`src/common/raster_cfg.svh`:
```
`ifndef RASTER_CFG_SVH
`define RASTER_CFG_SVH

// Every datapath word is fixed point Q16.16.
`define RASTER_FRAC_BITS 16

// Viewport size in pixels.
`define RASTER_VIEWPORT_W 16
`define RASTER_VIEWPORT_H 12

// Width of one pixel coordinate.
`define RASTER_COORD_BITS 8

// Quotient bits of the area reciprocal divider.
`define RASTER_DIV_BITS 32

`endif

```
`src/common/raster_pkg.sv`:
```
`default_nettype none

`include "raster_cfg.svh"

package raster_pkg;

    //////////////////////////////
    // Types
    //////////////////////////////

    // Signed Q16.16 word.
    typedef logic signed [31:0] fixed_t;

    typedef struct packed {
        fixed_t x;
        fixed_t y;
        fixed_t z;
    } vertex_t;

    typedef struct packed {
        vertex_t a;
        vertex_t b;
        vertex_t c;
    } triangle_t;

    typedef struct packed {
        logic [`RASTER_COORD_BITS-1:0] x;
        logic [`RASTER_COORD_BITS-1:0] y;
    } pixel_coord_t;

    //////////////////////////////
    // Fixed-point helpers
    //////////////////////////////

    // Full product, then back to Q16.16 (truncating).
    function automatic fixed_t fx_mul(fixed_t a, fixed_t b);
        logic signed [63:0] prod;
        prod = a * b;
        return fixed_t'(prod >>> `RASTER_FRAC_BITS);
    endfunction

    function automatic fixed_t fx_from_int(int value);
        return fixed_t'(value <<< `RASTER_FRAC_BITS);
    endfunction

    // Edge function of the line p0 -> p1 evaluated at (qx, qy).
    // Screen y grows downward, so the y terms carry the opposite sign.
    // Positive on the inner side of a triangle wound the kept way.
    function automatic fixed_t edge_eq(vertex_t p0, vertex_t p1, fixed_t qx, fixed_t qy);
        fixed_t term_x;
        fixed_t term_y;
        fixed_t term_c;
        term_x = fx_mul(p0.y - p1.y, qx);
        term_y = fx_mul(p1.x - p0.x, qy);
        term_c = fx_mul(p0.x, p1.y) - fx_mul(p0.y, p1.x);
        return term_x + term_y + term_c;
    endfunction

    // Sum of weight times value over the three vertices.
    function automatic fixed_t bary_weight(
        fixed_t b0,
        fixed_t v0,
        fixed_t b1,
        fixed_t v1,
        fixed_t b2,
        fixed_t v2
    );
        fixed_t acc;
        acc = fx_mul(b0, v0) + fx_mul(b1, v1);
        return acc + fx_mul(b2, v2);
    endfunction

endpackage

`default_nettype wire

```
`src/source/pixel_sweep.sv`:
```
`timescale 1ns/1ps
`default_nettype none

`include "raster_cfg.svh"

module pixel_sweep (
    input  logic                  clk,
    input  logic                  rstn,
    input  logic                  setup_valid,
    output logic                  setup_ready,
    input  raster_pkg::triangle_t setup_tri,
    input  raster_pkg::fixed_t    setup_area_inv,
    output logic                  pix_valid,
    input  logic                  pix_ready,
    output raster_pkg::pixel_coord_t pix_coord,
    output logic                  pix_last,
    output raster_pkg::triangle_t pix_tri,
    output raster_pkg::fixed_t    pix_area_inv
);
    import raster_pkg::*;

    localparam int CW = `RASTER_COORD_BITS;
    localparam int X_HI = `RASTER_VIEWPORT_W - 1;
    localparam int Y_HI = `RASTER_VIEWPORT_H - 1;

    function automatic fixed_t min3(fixed_t a, fixed_t b, fixed_t c);
        fixed_t m;
        m = (a < b) ? a : b;
        return (c < m) ? c : m;
    endfunction

    function automatic fixed_t max3(fixed_t a, fixed_t b, fixed_t c);
        fixed_t m;
        m = (a > b) ? a : b;
        return (c > m) ? c : m;
    endfunction

    // Integer part clamped into [0, hi].
    function automatic logic [CW-1:0] to_pixel(fixed_t v, int hi);
        int whole;
        whole = v >>> `RASTER_FRAC_BITS;
        if (whole < 0)
            whole = 0;
        else if (whole > hi)
            whole = hi;
        return CW'(whole);
    endfunction

    logic busy;
    logic setup_fire;
    logic pix_fire;
    logic [CW-1:0] box_x_min, box_x_max, box_y_min, box_y_max;
    logic [CW-1:0] x_min_r, x_max_r, y_max_r;
    logic [CW-1:0] x_cnt, y_cnt;
    triangle_t tri_r;
    fixed_t area_inv_r;

    assign box_x_min = to_pixel(min3(setup_tri.a.x, setup_tri.b.x, setup_tri.c.x), X_HI);
    assign box_x_max = to_pixel(max3(setup_tri.a.x, setup_tri.b.x, setup_tri.c.x), X_HI);
    assign box_y_min = to_pixel(min3(setup_tri.a.y, setup_tri.b.y, setup_tri.c.y), Y_HI);
    assign box_y_max = to_pixel(max3(setup_tri.a.y, setup_tri.b.y, setup_tri.c.y), Y_HI);

    assign setup_ready = !busy;
    assign setup_fire = setup_valid && setup_ready;
    assign pix_fire = pix_valid && pix_ready;

    always_ff @(posedge clk) begin
        if (setup_fire) begin
            x_min_r <= box_x_min;
            x_max_r <= box_x_max;
            y_max_r <= box_y_max;
            tri_r <= setup_tri;
            area_inv_r <= setup_area_inv;
        end
    end

    // Row-major walk that takes one pixel per handshake.
    always_ff @(posedge clk or negedge rstn) begin
        if (!rstn) begin
            busy <= 1'b0;
            x_cnt <= '0;
            y_cnt <= '0;
        end else if (setup_fire) begin
            busy <= 1'b1;
            x_cnt <= box_x_min;
            y_cnt <= box_y_min;
        end else if (pix_fire) begin
            if (pix_last) begin
                busy <= 1'b0;
            end else if (x_cnt == x_max_r) begin
                x_cnt <= x_min_r;
                y_cnt <= y_cnt + 1'b1;
            end else begin
                x_cnt <= x_cnt + 1'b1;
            end
        end
    end

    assign pix_valid = busy;
    assign pix_coord.x = x_cnt;
    assign pix_coord.y = y_cnt;
    assign pix_last = (x_cnt == x_max_r) && (y_cnt == y_max_r);
    assign pix_tri = tri_r;
    assign pix_area_inv = area_inv_r;

    a_in_viewport: assert property (@(posedge clk) disable iff (!rstn)
        pix_valid |-> (pix_coord.x <= X_HI) && (pix_coord.y <= Y_HI))
        else $error("pixel (%0d, %0d) outside viewport", pix_coord.x, pix_coord.y);

endmodule

`default_nettype wire

```
`config.mk`:
```
export PLATFORM = sky130hd
export DESIGN_NAME = pixel_sweep
export DESIGN_NICKNAME = d
export VERILOG_FILES = /design/src/common/raster_pkg.sv /design/src/source/pixel_sweep.sv
export VERILOG_INCLUDE_DIRS = /design/src /design/src/common
export SDC_FILE = /design/constraint.sdc
export NUM_CORES = 1
export LEC_CHECK = 0
export BUFFER_PORTS_ARGS = -buffer_cell sky130_fd_sc_hd__clkbuf_2
export CAP_MARGIN = 20
export CORE_AREA = 2 2 256 258
export CTS_BUF_LIST = sky130_fd_sc_hd__clkbuf_4 sky130_fd_sc_hd__clkbuf_8 sky130_fd_sc_hd__clkbuf_16
export DETAILED_ROUTE_END_ITERATION = 16
export DIE_AREA = 0 0 258 260
export PLACE_DENSITY_LB_ADDON = 0.08
export SKIP_CTS_REPAIR_TIMING = 1
export SLEW_MARGIN = 20
export SYNTH_ARGS = -nofsm -noshare
export SYNTH_HDL_FRONTEND = slang
export SYNTH_SLANG_ARGS = --single-unit
```
`constraint.sdc`:
```
create_clock -name clk -period 10.15 [get_ports clk]
set_input_delay 1.5225 -clock clk [delete_from_list [all_inputs] [get_ports clk]]
set_output_delay 1.5225 -clock clk [all_outputs]
set_load 0.005 [all_outputs]
```
==> results.sh <==
export IMPL_status="finished, final reports clean"
export IMPL_slew_limit_headroom_pct=9.847
export IMPL_synth_seq_cells=361
export IMPL_numCtsBuffers=43
export IMPL_yosysSeqAreaShare_pct=60.07
export IMPL_fin_area_um2=23780
export IMPL_nNetsFinal=2519
export IMPL_drv_cap=0
export IMPL_first_pass_iters=5
export IMPL_synth_ff_type="edfxtp_1"
export IMPL_synth_top_area_share_pct=57.70
export IMPL_drive_gt1_share_pct=37.38
export IMPL_antenna_found_initial=4
export IMPL_ctsRootBufferMaster="clkbuf_16"
export IMPL_dp_slack_ns=2.035
export IMPL_hp_class="reg -> reg"
export IMPL_dpl_hpwl_um=53700
export IMPL_cts_htree_levels=2
export IMPL_insertion_delay_ns=0.59
export IMPL_grt_first_pass_wirelength_um=94170
export IMPL_vdd_ir_drop_worst_v=0.0001292
export IMPL_vias_per_cell=4.635
export IMPL_cts_tree="built"
export IMPL_io_pins=663
export IMPL_crit_required_ns=10.47
export IMPL_die_w_um=258
export IMPL_synth_distinct_cells=62
export IMPL_layout_setup_ws_ns=2.571
export IMPL_cp_max_fo=18
export IMPL_synthTopCellsByCount="edfxtp_1, ha_1, mux2i_1"
export IMPL_grtUsageTotal_pct=19.01
export IMPL_max_freq_mhz=132.0
export IMPL_wl_per_cell_um=22.84
export IMPL_syn_inst=1295
export IMPL_start_kind="input port"
export IMPL_fin_skew_ns=0.02596
export IMPL_place_congestion=0.8114
export IMPL_avgSynthCellArea_um2=13.83
export IMPL_min_period_ns=7.579
export IMPL_finalCritPeriodShare_pct=74.67
export IMPL_area_growth_pct=32.83
export IMPL_ant_nets=0
export IMPL_yosys_area_top_type="edfxtp_1"
export IMPL_tns_ns=0
export IMPL_clock_sinks=361
export IMPL_worst_pin_slew_ns=1.352
export IMPL_endpoint_kind="register"
export IMPL_vias=13410
export IMPL_crit_arrival_ns=7.90
export IMPL_powerDensity_nw_per_um2=160.4
export IMPL_rsz0062_at_grt="false"
export IMPL_syn_area_um2=17900
export IMPL_drcViolationCount=0
export IMPL_grt_max_degree=193
export IMPL_finalHoldViolations=0
export IMPL_cts_buffer_depth=3
export IMPL_yosysMostFrequentCell="edfxtp_1"
export IMPL_drtIter0Drc=720
export IMPL_overflow=0
export IMPL_yosys_warnings=0
export IMPL_drt_total_wl_um=66060
export IMPL_placedInstanceArea_um2=22340
export IMPL_hold_slack_ns=0.5640
export IMPL_grt_pass1_vias=13560
export IMPL_slew_viol_final=0
export IMPL_power_leakage_nw=10.68
export IMPL_synth_area_top_cells="edfxtp_1, ha_1, mux2i_1"
export IMPL_die_h_um=260
export IMPL_start_util_pct=27.92
export IMPL_rows=93
export IMPL_synth_edf_count=344
export IMPL_coreArea_um2=64120
export IMPL_synthArstFlopShare_pct=4.709
export IMPL_port_buffers=662
export IMPL_critPathKind="in -> reg"
export IMPL_clk_pin_slew_worst_paths_ns=0.06
export IMPL_setup_viol=0
export IMPL_die_area_um2=67080
critical path: stages:
cell and delay (ns):
clkbuf_2 0.13, inv_1 0.05, ha_1 0.32, a21oi_1 0.15
nand2_1 0.07, a221oi_1 0.42, a31oi_1 0.24, or3_4 0.46
o21ai_4 0.64, o21ai_4 0.41, mux2_2 0.38, inv_1 0.05
ha_1 0.28, and4_1 0.17, nand3_1 0.17, nor4_1 0.46
nand3_1 0.16, a21o_1 0.17, a41oi_1 0.36, nor3_1 0.09
nor3_1 0.64, mux2_2 0.41, o31a_1 0.10
per-layer routing:
layer,vias up,track usage (%),routed length (µm)
li1,6452,-,-
met3,79,5.526,4858
met5,-,0,0
met4,0,5.026,1457
met1,6484,23.26,27140
met2,393,32.71,32610
state kept, by name, indices dropped and copies added, names as in the netlist:
| register | cells |
|---|---|
| pix_valid | 1 |
| x_min_r | 8 |
| y_cnt | 8 |
| pix_area_inv | 32 |
| pix_tri | 288 |
| x_max_r | 8 |
| y_max_r | 8 |
| x_cnt | 8 |
path summary, 6_finish.rpt:
path / from / to / slack (ns) / cells past startpoint
max: setup_tri[142] / y_max_r[3] / 2.57 / 23
min: x_min_r[7] / x_cnt[7] / 0.56 / 2
max reg2reg: x_cnt[3] / y_cnt[7] / 6.30 / 10
min reg2reg: x_min_r[7] / x_cnt[7] / 0.56 / 2
max in group asynchronous: rstn / y_cnt[4] / 8.87 / 1
min in group asynchronous: rstn / x_cnt[1] / 0.90 / 1
kinds of logic after synthesis:
logic type / synth area share, %
compound gates: 7.960
xor+xnor: 1.174
fa+ha+maj: 13.42
buf+inv: 2.215
flops: 60.07
mux: 7.855
other cells: 0.02095
simple gates: 7.282
report_power, final:
| group | switching (mW) | internal, mW |
|---|---|---|
| Sequential | 0.0215 | 1.64 |
| Clock | 0.660 | 0.904 |
| Combinational | 0.335 | 0.250 |
| Total | 1.02 | 2.80 |
metrics by stage:
step                      util [%]  instances  power (mW)
after floorplan                  -       1306       2.037
after global placement       34.85       2813       2.276
after detailed placement     34.85       2813       2.281
after CTS                    37.08       2891       3.864
after global routing         37.09       2893       4.000
final                        37.09       2893       3.813
cell type report:
cell class / instances / area (µm²)
Antenna cell: 2 / 5.005
Inverter: 85 / 326.6
Tap cell: 855 / 1070
Clock inverter: 27 / 279.0
Multi-Input combinational cell: 844 / 6819
Clock buffer: 51 / 1155
Sequential cell: 361 / 10760
Timing Repair Buffer: 668 / 3371
Fill cell: 6356 / 40330
layout by cell type (no fill, tap or decap), types with 8 or more instances in the layout:
cell type	count
conb_1	12
clkbuf_16	43
edfxtp_1	344
nor4_1	23
o21ai_0	48
ha_1	192
nor3_1	15
clkinv_2	10
clkbuf_2	662
dfrtp_1	17
nand2_1	55
nor2b_1	9
inv_1	84
mux2_2	8
xnor2_1	11
xor2_1	13
a31oi_1	11
nor2_1	51
a21oi_1	68
a21o_1	37
nand4_1	40
o211ai_1	9
nand3_1	29
mux2i_1	130
Note: power is estimated with default switching activity, not from simulation.
